--- config.mk ---
export PLATFORM = sky130hd
export DESIGN_NAME = video_timing
export DESIGN_NICKNAME = d
export VERILOG_FILES = /design/src/common/video_pkg.sv /design/src/rtl/video_timing.sv
export VERILOG_INCLUDE_DIRS = /design/src /design/src/common
export SDC_FILE = /design/constraint.sdc
export NUM_CORES = 1
export LEC_CHECK = 0
export BUFFER_PORTS_ARGS = -buffer_cell sky130_fd_sc_hd__buf_2
export CAP_MARGIN = 20
export CORE_MARGIN = 2
export CORE_UTILIZATION = 35
export CTS_BUF_LIST = sky130_fd_sc_hd__clkbuf_4 sky130_fd_sc_hd__clkbuf_8 sky130_fd_sc_hd__clkbuf_16
export DETAILED_ROUTE_END_ITERATION = 8
export PLACE_DENSITY_LB_ADDON = 0.08
export SLEW_MARGIN = 20
export SYNTH_ARGS = -nofsm -noshare
export SYNTH_HDL_FRONTEND = slang
export SYNTH_SLANG_ARGS = --single-unit
--- constraint.sdc ---
create_clock -name CLK -period 1.85 [get_ports CLK]
set_input_delay 0.0925 -clock CLK [delete_from_list [all_inputs] [get_ports CLK]]
set_output_delay 0.0925 -clock CLK [all_outputs]
set_load 0.05 [all_outputs]
--- src/common/gfx_defines.svh ---
// small simulation timings only; the active window must fit inside one line and one frame
`ifndef GFX_DEFINES_SVH
`define GFX_DEFINES_SVH

// raster timing
`define GFX_LINE_TOTAL 256
`define GFX_FRAME_LINES 40
`define GFX_H_START 16
`define GFX_ACTIVE_W 64
`define GFX_V_START 2
`define GFX_ACTIVE_H 32

// tile geometry, 4 bits per pixel
`define GFX_TILE_SIZE 16
`define GFX_MAP_STRIDE 128
`define GFX_TRANSPARENT_TILE 8'hff

// tile memory words actually decoded
`define GFX_MEM_DEPTH_BITS 12

// host register map
`define GFX_REG_CTRL 4'd0
`define GFX_REG_SCROLL_X 4'd1
`define GFX_REG_SCROLL_Y 4'd2
`define GFX_REG_MAP_BASE 4'd3
`define GFX_REG_TILE_BASE 4'd4

`endif

--- src/common/video_pkg.sv ---
// raster side types; coordinates are 10 bits, so a line or frame is at most 1024 long
package video_pkg;

	// pixel or line position
	typedef logic [9:0] pix_coord_t;

	// one pixel as stored in a scanline buffer
	typedef logic [3:0] pix_nibble_t;

	// palette high nibble followed by the pixel nibble
	typedef logic [7:0] color_index_t;

	typedef logic [3:0] reg_addr_t;

	// background renderer states
	typedef enum logic [3:0] {
		rs_idle,
		rs_begin,
		rs_load_map,
		rs_wait_map,
		rs_load_tile,
		rs_wait_tile,
		rs_blit0,
		rs_blit1,
		rs_blit2,
		rs_blit3,
		rs_finish
	} render_state_t;

endpackage

--- src/rtl/video_timing.sv ---
// ticks are registered, so h_tick and v_tick stay low for the first line after reset
`include "gfx_defines.svh"

module video_timing (
	input  logic                  CLK,
	input  logic                  RSTb,
	output video_pkg::pix_coord_t pixel_x,
	output video_pkg::pix_coord_t pixel_y,
	output logic                  h_tick,
	output logic                  v_tick,
	output logic                  active
);

	localparam video_pkg::pix_coord_t x_last = video_pkg::pix_coord_t'(`GFX_LINE_TOTAL - 1);
	localparam video_pkg::pix_coord_t y_last = video_pkg::pix_coord_t'(`GFX_FRAME_LINES - 1);
	localparam video_pkg::pix_coord_t h_first = video_pkg::pix_coord_t'(`GFX_H_START);
	localparam video_pkg::pix_coord_t h_end =
		video_pkg::pix_coord_t'(`GFX_H_START + `GFX_ACTIVE_W);
	localparam video_pkg::pix_coord_t v_first = video_pkg::pix_coord_t'(`GFX_V_START);
	localparam video_pkg::pix_coord_t v_end =
		video_pkg::pix_coord_t'(`GFX_V_START + `GFX_ACTIVE_H);

	logic x_wrap;
	logic y_wrap;

	assign x_wrap = (pixel_x == x_last);
	assign y_wrap = (pixel_y == y_last);

	always_ff @(posedge CLK) begin
		if (!RSTb) begin
			pixel_x <= '0;
			pixel_y <= '0;
			h_tick  <= 1'b0;
			v_tick  <= 1'b0;
		end else begin
			// ticks line up with the cycle where the counters read zero
			h_tick <= x_wrap;
			v_tick <= x_wrap && y_wrap;
			if (x_wrap) begin
				pixel_x <= '0;
				pixel_y <= y_wrap ? '0 : pixel_y + 1'b1;
			end else begin
				pixel_x <= pixel_x + 1'b1;
			end
		end
	end

	assign active = (pixel_x >= h_first) && (pixel_x < h_end) &&
		(pixel_y >= v_first) && (pixel_y < v_end);

endmodule

==> key figures <==
Run status
  – Status: finished, violations left
  – Failing checks: design-rule violations

Yosys
  – Synth warn: 0
  – Syn avg cell area: 9.24 um^2
  – Synth area leaders: dfxtp_1 42%, xor2_1 8.3%, nor2_1 6.4%
  – Post-synth EDFFs: 0
  – Register area share after synthesis: 41.8%
  – Most common cell in the netlist: dfxtp_1
  – Seq cells post-synth: 22
  – Top cells by count, synth: 22 x dfxtp_1, 18 x nor2_1, 10 x xor2_1
  – Cells after Synth: 114
  – Netlist cell types: 29
  – Netlist Area Pre-Place: 1050 um^2
  – Cell accounting for the most synthesized area: dfxtp_1
  – Asr flop ratio synth: 0%
  – Net Count, Synth: 120
  – Post-synth top flop: dfxtp_1
  – Yosys top cell area share: 41.8%

Floorplanning
  – Top-Level Pins: 25
  – Initial Utilization: 37.6%
  – DIE HEIGHT: 58.9 um
  – Row count: 19
  – Floorplan die width: 58.9 um
  – Die area: 3470 um^2
  – Core Region: 2810 um^2

Placement
  – Post-Place Cell Area: 1240 um^2
  – Gpl congestion: 0.808
  – Dpl hpwl: 1730 um
  – IO Port Bufs: 24
  – Placed cells: 171
  – DP Worst Slack: 0.110 ns

Worst setup path
  – Arr. time, crit path: 1.68 ns
  – Startpoint Class: flop
  – Worst setup EP type: output port
  – Critical path peak fanout: 5
  – CP Class: flop to output port
  – Worst EP required: 1.76 ns

STA
  – Worst setup margin: 0.0809 ns
  – Fmax achieved: 565 MHz
  – Final setup fails: 0
  – Setup_tns: 0 ns
  – Slew Viols, Final: 0
  – Hold_ws: 0.0900 ns
  – Worst clock skew: 0.00367 ns
  – RSZ-0062 raised after global routing: true
  – Final Critical Period: 1.77 ns
  – Worst-Margin Slew: 0.381 ns
  – Relative slew margins: 74.6%
  – Fin. Hold Viols: 0
  – Final worst path period share: 95.6%

Route
  – Routed wire length: 2230 um
  – # DRC: 1
  – Initial DRC count: 46
  – Post-DR vias/cell: 5.06
  – DRT antenna net count: 0
  – TritonRoute pass-1 iters: 5
  – Vias: 881
  – Avg WL per Cell: 12.8 um

Hold path
  – Worst Hold Class: input port to flop

Finish
  – Final Cell Area: 1290 um^2
  – # diodes: 0
  – Share of cells above drive strength 1: 31.5%
  – Fin util: 45.9%
  – Non-filler cells, final: 174
  – Area Overhead vs Synth: 22.2%
  – NumNets Final: 151
  – FILL cells: 314

Global routing
  – GRT overflow: 0
  – Antenna violations before repair: 0
  – Vias in the first global route: 825
  – Largest net degree at the start of global routing: 12
  – First-pass GRT wire length: 3750 um
  – Global-route usage over all layers: 14.3%

CTS
  – Cts bufs inserted: 3
  – Worst-path clk slew: 0.11 ns
  – Buffer depth of the longest clock path: 2
  – Root Buffer: clkbuf_4
  – Clock sink total: 22
  – TritonCTS clock tree: done
  – H-tree Lvls: 1
  – Latest clock arrival within the worst-skew pair: 0.30 ns
  – # Post-CTS Setup Buffers: 0

Power
  – Worst vdd ir: 0.404 mV
  – Leak: 0.588 nW
  – Tot Pwr: 739 uW
  – Power per cell area: 574 nW/um^2

Job
  – Max_cap viols: 0
final cells by class:
type | instances | area, um^2 | area share, %
Clock buffer | 3 | 22.5 | 1.75
Timing Repair Buffer | 28 | 156 | 12.1
Tap cell | 31 | 38.8 | 3.01
Inverter | 4 | 15.0 | 1.17
Multi-Input combinational cell | 86 | 609 | 47.3
Sequential cell | 22 | 445 | 34.6
what timing repair did:
action                                  CTS  global route
hold buffers                              0             0
pin swaps                                 0             0
endpoints found under the setup margin    1             5
endpoints found under the hold margin     0             0
resized for setup                         2             4
path summary, 6_finish.rpt:
check	startpoint	to	slack [ns]	depth (start not counted)
min reg2reg	pixel_x[0]	pixel_x[0]	0.46	1
max	pixel_y[6]	active	0.08	4
min	RSTb	pixel_y[7]	0.09	3
max reg2reg	pixel_x[7]	pixel_y[9]	0.16	4
routing by layer:
| metal | track usage [%] | vias to the layer above | routed length [um] |
|---|---|---|---|
| li1 | - | 456 | - |
| met1 | 18.7 | 406 | 1090 |
| met2 | 23.2 | 17 | 1030 |
| met3 | 3.96 | 2 | 96 |
| met4 | 3.90 | 0 | 15 |
| met5 | 0 | - | 0 |
cells by family after synthesis:
group                    after synthesis  share of synthesized area, %
AO/OA/AOI/OAI                          9                          4.63
XOR/XNOR                              14                          11.6
adder cells (fa/ha/maj)                4                          4.75
buffers and inverters                  6                          2.97
flip-flops                            22                          41.8
multiplexers                           2                          1.90
AND/OR/NAND/NOR                       57                          32.3
cell usage in the layout, fill, tap and decap left out, types with 5 or more instances in the layout:
| cell | Yosys | final |
|---|---|---|
| nor2_1 | 18 | 18 |
| buf_2 | 1 | 23 |
| dfxtp_1 | 22 | 18 |
| nand3_1 | 5 | 5 |
| nand2_1 | 6 | 6 |
| nand4_1 | 5 | 5 |
| xor2_1 | 10 | 10 |
power by group:
| part | switching [mW] | internal, mW |
|---|---|---|
| clock | 0.132 | 0.0759 |
| combinational | 0.0339 | 0.0105 |
| sequential | 0.00674 | 0.480 |
worst max-delay path: stages (launching register included):
cell and delay, ns:
dfxtp_1 0.37, nor4_2 0.33, nand3_1 0.19, nor4_4 0.30
buf_6 0.19
sequential cells by signal, summed over array words and instances, names as in the netlist:
register,cells
v_tick,1
h_tick,1
pixel_x,10
pixel_y,10
Note: power is estimated with default switching activity, not from simulation.
