--- config.mk ---
export PLATFORM = sky130hd
export DESIGN_NAME = mem_arbiter
export DESIGN_NICKNAME = d
export VERILOG_FILES = /design/src/common/gfx_defines.svh /design/src/common/mem_pkg.sv /design/src/rtl/mem_arbiter.sv
export SDC_FILE = /design/constraint.sdc
export NUM_CORES = 1
export LEC_CHECK = 0
export BUFFER_PORTS_ARGS = -buffer_cell sky130_fd_sc_hd__buf_4
export CORE_UTILIZATION = 40
export DETAILED_ROUTE_END_ITERATION = 8
export PLACE_DENSITY = 0.91
export SETUP_SLACK_MARGIN = 0.02
export SLEW_MARGIN = 20
export SYNTH_ARGS = -nofsm -noshare
export SYNTH_HDL_FRONTEND = slang
export SYNTH_SLANG_ARGS = --single-unit
--- constraint.sdc ---
create_clock -name CLK -period 3.19 [get_ports CLK]
set_input_delay 0.319 -clock CLK [delete_from_list [all_inputs] [get_ports CLK]]
set_output_delay 0.319 -clock CLK [all_outputs]
set_load 0.05 [all_outputs]
--- src/common/gfx_defines.svh ---
// small simulation timings only; the active window must fit inside one line and one frame
`ifndef GFX_DEFINES_SVH
`define GFX_DEFINES_SVH

// raster timing
`define GFX_LINE_TOTAL 256
`define GFX_FRAME_LINES 40
`define GFX_H_START 16
`define GFX_ACTIVE_W 64
`define GFX_V_START 2
`define GFX_ACTIVE_H 32

// tile geometry, 4 bits per pixel
`define GFX_TILE_SIZE 16
`define GFX_MAP_STRIDE 128
`define GFX_TRANSPARENT_TILE 8'hff

// tile memory words actually decoded
`define GFX_MEM_DEPTH_BITS 12

// host register map
`define GFX_REG_CTRL 4'd0
`define GFX_REG_SCROLL_X 4'd1
`define GFX_REG_SCROLL_Y 4'd2
`define GFX_REG_MAP_BASE 4'd3
`define GFX_REG_TILE_BASE 4'd4

`endif

--- src/common/mem_pkg.sv ---
// tile memory types; addresses are 16-bit word addresses, data words hold 4 pixels
package mem_pkg;

	// word address into tile memory
	typedef logic [15:0] mem_addr_t;

	// one memory word, 4 nibbles low first
	typedef logic [15:0] mem_word_t;

	// tile number as held in the map
	typedef logic [7:0] tile_idx_t;

	// who currently owns the memory
	typedef enum logic [1:0] {
		arb_none,
		arb_renderer,
		arb_host
	} arb_owner_t;

endpackage

--- src/rtl/mem_arbiter.sv ---
// renderer always wins; a host write waits for a cycle with no renderer request
module mem_arbiter (
	input  logic               CLK,
	input  logic               RSTb,
	input  logic               rd_valid,
	input  mem_pkg::mem_addr_t rd_addr,
	output mem_pkg::mem_word_t rd_data,
	output logic               rd_ready,
	input  logic               host_valid,
	input  mem_pkg::mem_addr_t host_addr,
	input  mem_pkg::mem_word_t host_data,
	output logic               host_ready,
	output logic               mem_en,
	output logic               mem_we,
	output mem_pkg::mem_addr_t mem_addr,
	output mem_pkg::mem_word_t mem_wdata,
	input  mem_pkg::mem_word_t mem_rdata
);

	mem_pkg::arb_owner_t owner;

	always_ff @(posedge CLK) begin
		if (!RSTb) begin
			owner      <= mem_pkg::arb_none;
			mem_en     <= 1'b0;
			mem_we     <= 1'b0;
			rd_ready   <= 1'b0;
			host_ready <= 1'b0;
		end else begin
			case (owner)
				mem_pkg::arb_none: begin
					if (rd_valid) begin
						owner    <= mem_pkg::arb_renderer;
						mem_en   <= 1'b1;
						mem_we   <= 1'b0;
						mem_addr <= rd_addr;
					end else if (host_valid) begin
						owner     <= mem_pkg::arb_host;
						mem_en    <= 1'b1;
						mem_we    <= 1'b1;
						mem_addr  <= host_addr;
						mem_wdata <= host_data;
					end
				end
				mem_pkg::arb_renderer: begin
					// grant held through the cycle the data comes back
					if (mem_en) begin
						mem_en   <= 1'b0;
						rd_ready <= 1'b1;
					end else begin
						rd_ready <= 1'b0;
						owner    <= mem_pkg::arb_none;
					end
				end
				mem_pkg::arb_host: begin
					if (mem_en) begin
						mem_en     <= 1'b0;
						mem_we     <= 1'b0;
						host_ready <= 1'b1;
					end else begin
						host_ready <= 1'b0;
						owner      <= mem_pkg::arb_none;
					end
				end
				default: owner <= mem_pkg::arb_none;
			endcase
		end
	end

	// memory output is valid in the rd_ready cycle
	assign rd_data = mem_rdata;

endmodule

==> metrics.txt, run 1 <==
# TYPE chip_impl_metric gauge
chip_impl_info{name="run_status",value="finished, final reports clean"} 1
chip_impl_metric{name="die_w",unit="µm"} 65.70
chip_impl_info{name="combinational_family_with_the_most_area_after_synthesis",value="multiplexers"} 1
chip_impl_metric{name="place_area",unit="mm²"} 0.002226
chip_impl_metric{name="synth_seq_cells",unit=""} 38
chip_impl_metric{name="slew_headroom",unit="%"} 77.47
chip_impl_metric{name="synth_compound_gate_area_share",unit="%"} 2.930
chip_impl_metric{name="cts.htree.levels",unit=""} 2
chip_impl_metric{name="dp.final_hpwl",unit="µm"} 2739
chip_impl_metric{name="synth-edff-count",unit=""} 32
chip_impl_metric{name="reg2reg_depth",unit=""} 5
chip_impl_metric{name="ir_drop",unit="µV"} 244.8
chip_impl_metric{name="power.share.combinational",unit="%"} 22.4
chip_impl_metric{name="vias_per_cell",unit=""} 4.810
chip_impl_metric{name="grt_overflow",unit=""} 0
chip_impl_metric{name="initial_core_util",unit="%"} 43.03
chip_impl_metric{name="initial_drc_count",unit=""} 76
chip_impl_info{name="clock_tree_from_tritoncts",value="built"} 1
chip_impl_metric{name="nNetsFinal",unit=""} 256
chip_impl_metric{name="via_count",unit=""} 1116
chip_impl_metric{name="buffer_ports.inserted",unit=""} 87
chip_impl_metric{name="pin_count_of_the_biggest_net_entering_global_routing",unit=""} 23
chip_impl_metric{name="grt_first_pass_wirelength",unit="µm"} 5402
chip_impl_info{name="synthDominantAreaCellType",value="sky130_fd_sc_hd__edfxtp_1"} 1
chip_impl_metric{name="finalSetupTns",unit="ps"} 0
chip_impl_metric{name="finalCriticalPeriod",unit="ps"} 1608
chip_impl_info{name="cts_root_buffer",value="sky130_fd_sc_hd__clkbuf_8"} 1
chip_impl_metric{name="report.final.setup_viol",unit=""} 0
chip_impl_info{name="hold_path_class",value="in -> reg"} 1
chip_impl_metric{name="wl",unit="µm"} 3510
chip_impl_metric{name="post-route-drc-count",unit=""} 0
chip_impl_metric{name="clkLatencyLatePin",unit="ps"} 280
chip_impl_metric{name="netlist_area",unit="mm²"} 0.001623
chip_impl_metric{name="drive_above_1_share",unit="%"} 61.41
chip_impl_metric{name="max-clock-path-buffers",unit=""} 2
chip_impl_info{name="synthTopCellsByArea",value="sky130_fd_sc_hd__edfxtp_1, sky130_fd_sc_hd__mux2_2, sky130_fd_sc_hd__dfxtp_1, sky130_fd_sc_hd__buf_4, sky130_fd_sc_hd__ha_1"} 1
chip_impl_metric{name="multi_input_area",unit="µm²"} 409.1
chip_impl_metric{name="async_reset_ff_share",unit="%"} 0
chip_impl_metric{name="timing_max_transition_violations_final",unit=""} 0
chip_impl_metric{name="register_area",unit="mm²"} 0.001081
chip_impl_metric{name="finalWorstSetupSlack",unit="ps"} 1582
chip_impl_metric{name="seq_power_share",unit="%"} 50.7
chip_impl_info{name="start_kind",value="flip-flop"} 1
chip_impl_metric{name="dieHeight",unit="µm"} 65.70
chip_impl_metric{name="fp-row-count",unit=""} 22
chip_impl_metric{name="worstPathArrival",unit="ps"} 1820
chip_impl_metric{name="sw_frac_of_total",unit="%"} 28.37
chip_impl_metric{name="finalHoldViolCount",unit=""} 0
chip_impl_metric{name="netlist-cell-type-count",unit=""} 20
chip_impl_metric{name="yosysWarnings",unit=""} 0
chip_impl_metric{name="io-pin-count",unit=""} 120
chip_impl_metric{name="placement.setup.worst_slack",unit="ps"} 1600
chip_impl_metric{name="sequential_share_of_the_synthesized_area",unit="%"} 66.62
chip_impl_metric{name="worstPathMaxFanout",unit=""} 4
chip_impl_metric{name="min_period_over_period",unit="%"} 50.42
chip_impl_metric{name="min_delay_path_depth",unit=""} 1
chip_impl_metric{name="grt_pass1_vias",unit=""} 1099
chip_impl_metric{name="clk_pin_slew",unit="ps"} 70
chip_impl_info{name="ys.flop_type",value="sky130_fd_sc_hd__edfxtp_1"} 1
chip_impl_metric{name="r2r_setup_slack",unit="ps"} 1580
chip_impl_metric{name="power_density",unit="mW/mm²"} 503.3
chip_impl_metric{name="placeableCoreArea",unit="mm²"} 0.003771
chip_impl_metric{name="initial_antenna_violation_count",unit=""} 0
chip_impl_info{name="ys_top_cells_by_count",value="sky130_fd_sc_hd__edfxtp_1, sky130_fd_sc_hd__buf_4, sky130_fd_sc_hd__mux2_2"} 1
chip_impl_metric{name="leakage_power_of_the_design",unit="nW"} 0.9731
chip_impl_metric{name="post-cts-setup-buffer-count",unit=""} 0
chip_impl_info{name="end_kind",value="flip-flop"} 1
chip_impl_metric{name="inserted_clock_buffers",unit=""} 5
chip_impl_metric{name="finalInstanceArea",unit="mm²"} 0.002311
chip_impl_metric{name="p_total",unit="mW"} 1.163
chip_impl_metric{name="fillCellCount",unit=""} 292
chip_impl_metric{name="number_of_instances_in_the_synthesized_netlist",unit=""} 105
chip_impl_metric{name="drtPass1Iterations",unit=""} 4
chip_impl_metric{name="synth_area_per_cell",unit="µm²"} 15.46
chip_impl_info{name="rsz0062_at_grt",value="no"} 1
chip_impl_metric{name="area.growth.synth_to_final",unit="%"} 42.41
chip_impl_metric{name="fraction_of_the_mapped_netlist_area_in_simple_logic_gates",unit="%"} 5.166
chip_impl_metric{name="maxCapViolCount",unit=""} 0
chip_impl_metric{name="syn_nets",unit=""} 178
chip_impl_metric{name="synth_mux_area_share",unit="%"} 12.95
chip_impl_metric{name="antenna_violating_nets_post_route",unit=""} 0
chip_impl_metric{name="cell_internal_pwr",unit="mW"} 0.8332
chip_impl_metric{name="clock_power_share",unit="%"} 26.8
chip_impl_metric{name="gp_congestion",unit=""} 0.7482
chip_impl_metric{name="post_synth_fa_ha_maj_area_fraction",unit="%"} 3.855
chip_impl_metric{name="switchingPower",unit="mW"} 0.3300
chip_impl_metric{name="timing_worst_slew_pin_value",unit="ps"} 337.3
chip_impl_metric{name="maximum_clock_frequency",unit="MHz"} 621.7
chip_impl_metric{name="n_antenna_cell",unit=""} 0
chip_impl_metric{name="clock_sink_count",unit=""} 38
chip_impl_metric{name="clock-skew-final",unit="ps"} 2.492
chip_impl_metric{name="synth_xor_xnor_area_share",unit="%"} 0
chip_impl_metric{name="grtUsageTotal",unit="%"} 17.69
chip_impl_metric{name="final_core_util",unit="%"} 61.28
chip_impl_metric{name="required_time_of_the_critical_path",unit="ps"} 3400
chip_impl_metric{name="synth_largest_type_area_fraction",unit="%"} 59.21
chip_impl_metric{name="fp.dieArea",unit="mm²"} 0.004316
chip_impl_info{name="setup.worst_path.class",value="reg -> reg"} 1
chip_impl_metric{name="detail_route.wl_per_cell",unit="µm"} 15.13
chip_impl_metric{name="post_cts_resize_count",unit=""} 0
chip_impl_info{name="yosys.cell_count.top_type",value="sky130_fd_sc_hd__edfxtp_1"} 1
chip_impl_metric{name="holdBufCountCts",unit=""} 0
==> metrics by stage <==
step                      hold WS [ps]  instances
after floorplan                  417.9        105
after global placement           463.9        224
after detailed placement         498.3        224
after CTS                        196.2        232
after global routing             188.9        232
final                            206.9        232
==> final cells by class <==
type	count	area share (%)
Clock buffer	5	2.978
Clock inverter	3	0.7038
Inverter	2	0.3249
Multi-Input combinational cell	47	17.70
Sequential cell	38	46.78
Tap cell	48	2.599
Timing Repair Buffer	89	28.91
==> power by group through the flow <==
stage	sequential, mW	combinational, mW	clock (mW)
floorplan	0.695	0.115	0
global placement	0.599	0.258	0
detailed placement	0.601	0.263	0
CTS	0.590	0.264	0.324
global route	0.594	0.278	0.346
finish	0.590	0.261	0.312
==> flip-flops by register name, summed over array words and instances, names as in the netlist <==
register    cells
mem_en          1
mem_addr       16
mem_wdata      16
owner           2
host_ready      1
mem_we          1
rd_ready        1
==> worst max-delay path: stages (launching register included) <==
cell and delay (ps):
sky130_fd_sc_hd__dfxtp_1 380, sky130_fd_sc_hd__inv_1 100, sky130_fd_sc_hd__ha_1 230, sky130_fd_sc_hd__nor3b_1 170, sky130_fd_sc_hd__or4_1 470, sky130_fd_sc_hd__a21boi_1 190
==> placed cells by master (no fill, tap or decap), drive strengths merged <==
| master | instances |
|---|---|
| ha | 5 |
| or3 | 1 |
| and2 | 1 |
| a21boi | 3 |
| clkinvlp | 1 |
| a21oi | 1 |
| inv | 2 |
| mux2 | 16 |
| nor2b | 4 |
| dfxtp | 6 |
| edfxtp | 32 |
| clkbuf | 5 |
| buf | 89 |
| nand3 | 1 |
| clkinv | 2 |
| o21ai | 4 |
| nor2 | 3 |
| nand2 | 2 |
| nor3b | 2 |
| or4 | 1 |
| mux2i | 3 |
==> metal layers <==
layer	vias to the layer above	GRT usage [%]	wire length [µm]
li1	520	-	-
met1	499	19.08	1242
met2	76	29.08	1708
met3	21	7.118	449
met4	0	10.05	109
met5	-	0	0
==> cell families after synthesis <==
| family | Yosys count |
|---|---|
| flip-flops | 38 |
| multiplexers | 19 |
| adder cells (fa/ha/maj) | 5 |
| AO/OA/AOI/OAI | 8 |
| AND/OR/NAND/NOR | 15 |
| buffers and inverters | 20 |
==> final timing paths <==
kind	startpoint	to
worst max-delay path	owner[0]	mem_we
worst min-delay path	host_data[0]	mem_wdata[0]
worst max register to register	owner[0]	mem_we
worst min register to register	mem_we	mem_we
Note: power is estimated with default switching activity, not from simulation.
==> run 2: changes to the inputs <==
--- a/config.mk
+++ b/config.mk
@@ -6,9 +6,9 @@
 export NUM_CORES = 1
 export LEC_CHECK = 0
 export BUFFER_PORTS_ARGS = -buffer_cell sky130_fd_sc_hd__buf_4
-export CORE_UTILIZATION = 40
+export CORE_UTILIZATION = 36
 export DETAILED_ROUTE_END_ITERATION = 8
-export PLACE_DENSITY = 0.91
+export PLACE_DENSITY = 0.87
 export SETUP_SLACK_MARGIN = 0.02
 export SLEW_MARGIN = 20
 export SYNTH_ARGS = -nofsm -noshare
==> constraint.sdc (replaced) <==
create_clock -name CLK -period 1.4 [get_ports CLK]
set_input_delay 0.14 -clock CLK [delete_from_list [all_inputs] [get_ports CLK]]
set_output_delay 0.14 -clock CLK [all_outputs]
set_load 0.05 [all_outputs]
==> run 2 against run 1 <==
  * Non-clock buffer count rose by 5
  * Sequential power increased by 130%
  * Global-route usage is 2.5 points lower
  * Critical path depth grew 1
  * Via count up 2.0%
  * Combinational power increased by 150%
  * Largest power group unchanged
==> metrics.txt, run 2 (synthesized netlist as in run 1, its figures left out) <==
# TYPE chip_impl_metric gauge
chip_impl_metric{name="vias_per_cell",unit=""} 4.722
chip_impl_metric{name="n_antenna_cell",unit=""} 0
chip_impl_metric{name="maxCapViolCount",unit=""} 0
chip_impl_metric{name="post-route-drc-count",unit=""} 0
chip_impl_metric{name="placed_cells",unit=""} 232
chip_impl_metric{name="power_density",unit="mW/mm²"} 1250
chip_impl_metric{name="inserted_clock_buffers",unit=""} 5
chip_impl_metric{name="register_area",unit="mm²"} 0.001085
chip_impl_metric{name="antenna_violating_nets_post_route",unit=""} 0
chip_impl_metric{name="reg2reg_depth",unit=""} 6
chip_impl_metric{name="placement.setup.worst_slack",unit="ps"} -39.71
chip_impl_metric{name="dp.final_hpwl",unit="µm"} 2585
chip_impl_metric{name="fillCellCount",unit=""} 354
chip_impl_info{name="most-common-layout-cells",value="sky130_fd_sc_hd__buf_4, sky130_fd_sc_hd__edfxtp_1, sky130_fd_sc_hd__mux2_2"} 1
chip_impl_metric{name="initial_antenna_violation_count",unit=""} 0
chip_impl_metric{name="clock_sink_count",unit=""} 38
chip_impl_metric{name="fp-row-count",unit=""} 24
chip_impl_metric{name="place_area",unit="mm²"} 0.002318
chip_impl_metric{name="fp.dieArea",unit="mm²"} 0.004780
chip_impl_metric{name="p_total",unit="mW"} 3.081
chip_impl_metric{name="drive_above_1_share",unit="%"} 67.20
chip_impl_metric{name="clkLatencyLatePin",unit="ps"} 290
chip_impl_metric{name="finalInstanceArea",unit="mm²"} 0.002465
chip_impl_metric{name="clk_pin_slew",unit="ps"} 80
chip_impl_metric{name="wl",unit="µm"} 3403
chip_impl_info{name="layout_top_registers",value="mem_addr: 16 flops, mem_wdata: 16 flops, owner: 2 flops"} 1
chip_impl_metric{name="required_time_of_the_critical_path",unit="ps"} 1620
chip_impl_metric{name="grt_pass1_vias",unit=""} 1124
chip_impl_metric{name="placeableCoreArea",unit="mm²"} 0.004354
chip_impl_info{name="run_status",value="finished, final reports clean"} 1
chip_impl_metric{name="grt_first_pass_wirelength",unit="µm"} 5478
chip_impl_metric{name="leakage_power_of_the_design",unit="nW"} 1.036
chip_impl_metric{name="finalHoldViolCount",unit=""} 0
chip_impl_info{name="setup.worst_path.class",value="reg -> reg"} 1
chip_impl_info{name="clock_tree_from_tritoncts",value="built"} 1
chip_impl_metric{name="timing_max_transition_violations_final",unit=""} 0
chip_impl_metric{name="io-pin-count",unit=""} 120
chip_impl_metric{name="nNetsFinal",unit=""} 261
chip_impl_metric{name="report.final.setup_viol",unit=""} 0
chip_impl_metric{name="max-clock-path-buffers",unit=""} 2
chip_impl_metric{name="final_cell_count_no_fill",unit=""} 241
chip_impl_metric{name="area.growth.synth_to_final",unit="%"} 51.89
chip_impl_metric{name="maximum_clock_frequency",unit="MHz"} 721.6
chip_impl_metric{name="sw_frac_of_total",unit="%"} 25.15
chip_impl_metric{name="slew_headroom",unit="%"} 76.31
chip_impl_metric{name="multi_input_area",unit="µm²"} 440.4
chip_impl_info{name="start_kind",value="flip-flop"} 1
chip_impl_metric{name="finalWorstSetupSlack",unit="ps"} 14.19
chip_impl_metric{name="detail_route.wl_per_cell",unit="µm"} 14.12
chip_impl_info{name="final_common_cell",value="sky130_fd_sc_hd__buf_4"} 1
chip_impl_metric{name="via_count",unit=""} 1138
chip_impl_metric{name="min_delay_path_depth",unit=""} 1
chip_impl_info{name="rsz0062_at_grt",value="yes"} 1
chip_impl_metric{name="die_w",unit="µm"} 69.14
chip_impl_metric{name="ir_drop",unit="µV"} 417.0
chip_impl_metric{name="drtPass1Iterations",unit=""} 4
chip_impl_metric{name="final_core_util",unit="%"} 56.61
chip_impl_info{name="end_kind",value="flip-flop"} 1
chip_impl_metric{name="initial_core_util",unit="%"} 37.27
chip_impl_info{name="cts_root_buffer",value="sky130_fd_sc_hd__clkbuf_8"} 1
chip_impl_metric{name="cts.htree.levels",unit=""} 2
chip_impl_metric{name="min_period_over_period",unit="%"} 98.99
chip_impl_metric{name="power.share.combinational",unit="%"} 21.1
chip_impl_metric{name="initial_drc_count",unit=""} 57
chip_impl_metric{name="pin_count_of_the_biggest_net_entering_global_routing",unit=""} 23
chip_impl_metric{name="seq_power_share",unit="%"} 43.6
chip_impl_metric{name="clock-skew-final",unit="ps"} 4.641
chip_impl_metric{name="worstPathArrival",unit="ps"} 1610
chip_impl_metric{name="finalCriticalPeriod",unit="ps"} 1386
chip_impl_metric{name="gp_congestion",unit=""} 0.8126
chip_impl_metric{name="holdBufCountCts",unit=""} 0
chip_impl_metric{name="dieHeight",unit="µm"} 69.14
chip_impl_metric{name="worstPathMaxFanout",unit=""} 3
chip_impl_info{name="hold_path_class",value="in -> reg"} 1
chip_impl_metric{name="clock_power_share",unit="%"} 35.2
chip_impl_metric{name="cell_internal_pwr",unit="mW"} 2.306
chip_impl_metric{name="grtUsageTotal",unit="%"} 15.20
chip_impl_metric{name="timing_worst_slew_pin_value",unit="ps"} 354.6
chip_impl_metric{name="grt_overflow",unit=""} 0
chip_impl_metric{name="buffer_ports.inserted",unit=""} 87
chip_impl_metric{name="switchingPower",unit="mW"} 0.7747
run 2: changes by cell type in the layout (fill, tap and decap cells not counted), moves of 2 or more:
cell                        delta
sky130_fd_sc_hd__buf_12        +2
sky130_fd_sc_hd__inv_1         -2
sky130_fd_sc_hd__buf_4         +2
sky130_fd_sc_hd__ha_1          -2
sky130_fd_sc_hd__dfxtp_2       +3
sky130_fd_sc_hd__bufinv_16     +2
sky130_fd_sc_hd__inv_2         +2
sky130_fd_sc_hd__dfxtp_1       -3
run 2: power groups by stage:
stage,Clock (mW),Sequential (mW),Combinational (mW)
after detailed placement,0,1.37,0.651
after global routing,1.18,1.35,0.689
after CTS,1.12,1.34,0.659
after floorplan,0,1.59,0.280
final,1.09,1.34,0.651
after global placement,0,1.37,0.641
run 2: area by class of cell:
cell class / count / area share [%]
tap: 52 / 2.640
multi-input combinational: 47 / 17.87
sequential: 38 / 44.01
inverter: 2 / 0.3046
clock buffer: 5 / 2.792
timing repair buffer: 94 / 29.80
clock inverter: 3 / 2.589
run 2: critical path: stages, from the launching register on:
cell and delay, ps:
sky130_fd_sc_hd__dfxtp_2 330, sky130_fd_sc_hd__inv_2 60, sky130_fd_sc_hd__buf_4 110, sky130_fd_sc_hd__ha_4 140, sky130_fd_sc_hd__mux2i_1 70, sky130_fd_sc_hd__or4_1 470, sky130_fd_sc_hd__a21boi_1 140
run 2: metrics by stage:
step | setup TNS [ps] | hold WS, ps
2_1_floorplan | -1811 | 238.9
3_3_place_gp | 0 | 280.3
3_5_place_dp | -39.71 | 280.3
4_1_cts | 0 | 17.35
5_1_grt | -730.0 | 10.51
6_report | 0 | 26.03
run 2: timing repair:
action / CTS / global route
endpoints found under the setup margin: 17 / 17
hold endpoints to repair: 0 / 0
resized for setup: 2 / 0
pin swaps: 3 / 0
setup buffers: 1 / 0
run 2: worst paths after layout:
kind / slack [ps] / start / to
worst max-delay path: 10 / owner[0] / mem_we
worst max register to register: 10 / owner[0] / mem_we
worst min-delay path: 30 / host_data[11] / mem_wdata[11]
worst min register to register: 490 / mem_we / mem_we
run 2: routing by layer:
layer  wire length [µm]  global-route usage (%)  up-vias
met5                  0                       0        -
met4                 77                   7.483        0
met3                399                   7.602       10
met2               1639                   24.49       79
met1               1286                   16.51      520
li1                   -                       -      529
==> run 3: changes to the inputs <==
--- a/config.mk
+++ b/config.mk
@@ -8,6 +8,7 @@
 export BUFFER_PORTS_ARGS = -buffer_cell sky130_fd_sc_hd__buf_4
 export CORE_UTILIZATION = 36
 export DETAILED_ROUTE_END_ITERATION = 8
+export HOLD_SLACK_MARGIN = 0.06
 export PLACE_DENSITY = 0.87
 export SETUP_SLACK_MARGIN = 0.02
 export SLEW_MARGIN = 20
==> run 3 against run 2 <==
  * Sequential power barely moved
  * Cell count grew 6.6%
  * Clock power about the same
  * Sequential cell count did not move
  * Critical path depth unchanged
  * Wire length increased by 12%
  * Register-to-register slack is essentially flat
  * Global-route usage grew 1.6 points
  * Fmax about the same
  * Non-clock buffer count is 16 higher
  * Largest cell class unchanged
  * Largest power group unchanged
==> metrics.txt, run 3 (synthesized netlist as in run 1, its figures left out) <==
# TYPE chip_impl_metric gauge
chip_impl_metric{name="wl",unit="µm"} 3818
chip_impl_info{name="end_kind",value="flip-flop"} 1
chip_impl_metric{name="clock_power_share",unit="%"} 34.9
chip_impl_metric{name="initial_drc_count",unit=""} 54
chip_impl_metric{name="dp.final_hpwl",unit="µm"} 2585
chip_impl_metric{name="fp-row-count",unit=""} 24
chip_impl_metric{name="slew_headroom",unit="%"} 76.58
chip_impl_metric{name="p_total",unit="mW"} 3.129
chip_impl_metric{name="fp.dieArea",unit="mm²"} 0.004780
chip_impl_metric{name="vias_per_cell",unit=""} 4.677
chip_impl_metric{name="worstPathArrival",unit="ps"} 1610
chip_impl_metric{name="power.share.combinational",unit="%"} 22.1
chip_impl_info{name="layout_top_registers",value="mem_addr: 16 flops, mem_wdata: 16 flops, owner: 2 flops"} 1
chip_impl_metric{name="grtUsageTotal",unit="%"} 16.78
chip_impl_metric{name="r2r_setup_slack",unit="ps"} 10
chip_impl_metric{name="max-clock-path-buffers",unit=""} 2
chip_impl_metric{name="dieHeight",unit="µm"} 69.14
chip_impl_metric{name="post-route-drc-count",unit=""} 0
chip_impl_metric{name="drtPass1Iterations",unit=""} 4
chip_impl_metric{name="power_density",unit="mW/mm²"} 1192
chip_impl_metric{name="die_w",unit="µm"} 69.14
chip_impl_info{name="final_common_cell",value="sky130_fd_sc_hd__buf_4"} 1
chip_impl_metric{name="initial_antenna_violation_count",unit=""} 0
chip_impl_metric{name="grt_pass1_vias",unit=""} 1194
chip_impl_metric{name="clkLatencyLatePin",unit="ps"} 290
chip_impl_metric{name="cell_internal_pwr",unit="mW"} 2.335
chip_impl_metric{name="finalHoldViolCount",unit=""} 0
chip_impl_metric{name="seq_power_share",unit="%"} 43.0
chip_impl_metric{name="io-pin-count",unit=""} 120
chip_impl_metric{name="report.final.setup_viol",unit=""} 0
chip_impl_metric{name="clock-skew-final",unit="ps"} 3.206
chip_impl_info{name="hold_path_class",value="in -> reg"} 1
chip_impl_metric{name="finalCriticalPeriod",unit="ps"} 1386
chip_impl_metric{name="initial_core_util",unit="%"} 37.27
chip_impl_info{name="start_kind",value="flip-flop"} 1
chip_impl_metric{name="grt_first_pass_wirelength",unit="µm"} 6037
chip_impl_info{name="most-common-layout-cells",value="sky130_fd_sc_hd__buf_4, sky130_fd_sc_hd__edfxtp_1, sky130_fd_sc_hd__mux2_2, sky130_fd_sc_hd__dlygate4sd3_1, sky130_fd_sc_hd__clkbuf_8"} 1
chip_impl_metric{name="buffer_ports.inserted",unit=""} 87
chip_impl_info{name="run_status",value="finished, final reports clean"} 1
chip_impl_metric{name="gp_congestion",unit=""} 0.8126
chip_impl_info{name="rsz0062_at_grt",value="yes"} 1
chip_impl_metric{name="drive_above_1_share",unit="%"} 61.95
chip_impl_metric{name="reg2reg_depth",unit=""} 6
chip_impl_metric{name="timing_worst_slew_pin_value",unit="ps"} 350.5
chip_impl_metric{name="clk_pin_slew",unit="ps"} 80
chip_impl_metric{name="finalSetupTns",unit="ps"} 0
chip_impl_metric{name="required_time_of_the_critical_path",unit="ps"} 1620
chip_impl_metric{name="detail_route.wl_per_cell",unit="µm"} 14.86
chip_impl_metric{name="maxCapViolCount",unit=""} 0
chip_impl_metric{name="grt_overflow",unit=""} 0
chip_impl_metric{name="via_count",unit=""} 1202
chip_impl_metric{name="maximum_clock_frequency",unit="MHz"} 721.5
chip_impl_metric{name="antenna_violating_nets_post_route",unit=""} 0
chip_impl_info{name="cts_root_buffer",value="sky130_fd_sc_hd__clkbuf_8"} 1
chip_impl_metric{name="area.growth.synth_to_final",unit="%"} 61.76
chip_impl_metric{name="inserted_clock_buffers",unit=""} 5
chip_impl_metric{name="timing_max_transition_violations_final",unit=""} 0
chip_impl_metric{name="clock_sink_count",unit=""} 38
chip_impl_metric{name="worstPathMaxFanout",unit=""} 3
chip_impl_metric{name="sw_frac_of_total",unit="%"} 25.35
chip_impl_metric{name="fillCellCount",unit=""} 333
chip_impl_metric{name="switchingPower",unit="mW"} 0.7932
chip_impl_metric{name="final_core_util",unit="%"} 60.29
chip_impl_metric{name="min_period_over_period",unit="%"} 99.01
chip_impl_metric{name="leakage_power_of_the_design",unit="nW"} 1.103
chip_impl_metric{name="ir_drop",unit="µV"} 421.9
chip_impl_info{name="clock_tree_from_tritoncts",value="built"} 1
chip_impl_metric{name="pin_count_of_the_biggest_net_entering_global_routing",unit=""} 23
chip_impl_metric{name="min_delay_path_depth",unit=""} 3
chip_impl_metric{name="cts.htree.levels",unit=""} 2
chip_impl_metric{name="n_antenna_cell",unit=""} 0
chip_impl_info{name="setup.worst_path.class",value="reg -> reg"} 1
chip_impl_metric{name="placeableCoreArea",unit="mm²"} 0.004354
chip_impl_metric{name="nNetsFinal",unit=""} 277
[run 3: layer usage]
layer,vias to the layer above,share of wire [%],wire (µm),track usage (%)
li1,560,-,-,-
met1,553,38,1451,18.15
met2,79,49,1859,27.29
met3,10,11,432,8.626
met4,0,1.9,74,7.483
met5,-,0,0,0
[run 3: repair_timing]
| item | CTS | global route |
|---|---|---|
| setup buffers | 1 | 0 |
| hold endpoints to repair | 16 | 0 |
| hold buffers | 16 | 0 |
| resized for setup | 2 | 0 |
| pin swaps | 3 | 0 |
| endpoints found under the setup margin | 17 | 17 |
[run 3: power by group through the flow]
stage	Combinational [mW]	Sequential (mW)	Clock (mW)
2_1_floorplan	0.280	1.59	0
3_3_place_gp	0.641	1.37	0
3_5_place_dp	0.651	1.37	0
4_1_cts	0.696	1.34	1.12
5_1_grt	0.730	1.35	1.17
6_report	0.691	1.35	1.09
[run 3: final cells by class]
cell class	count	area, µm²	share of cell area, %
clock buffers	5	68.82	2.622
clock inverters	3	63.81	2.431
inverters	2	7.507	0.2860
multi-input cells	47	440.4	16.78
flip-flops and latches	38	1085	41.33
well taps	52	65.06	2.479
repair buffers	110	894.6	34.08
[run 3: per-stage QoR]
stage | instances | cell area, µm² | hold slack (ps) | worst slack (ps)
final | 257 | 2625 | 132.0 | 13.92
after global routing | 257 | 2625 | 137.3 | -47.16
after CTS | 257 | 2625 | 123.9 | 7.799
after detailed placement | 232 | 2318 | 280.3 | -39.71
after global placement | 232 | 2318 | 280.3 | 25.04
after floorplan | 105 | 1660 | 238.9 | -77.99
[run 3: critical path, cell delays in order, from the launching register on]
cell and delay, ps:
sky130_fd_sc_hd__dfxtp_2 330, sky130_fd_sc_hd__inv_2 60, sky130_fd_sc_hd__buf_4 110, sky130_fd_sc_hd__ha_4 140, sky130_fd_sc_hd__mux2i_1 70, sky130_fd_sc_hd__or4_1 470
sky130_fd_sc_hd__a21boi_1 140
[run 3: path summary, 6_finish.rpt]
| kind | from | to |
|---|---|---|
| hold reg to reg | mem_we | mem_we |
| setup reg to reg | owner[0] | mem_we |
| hold / removal | host_valid | owner[1] |
| setup / recovery | owner[0] | mem_we |
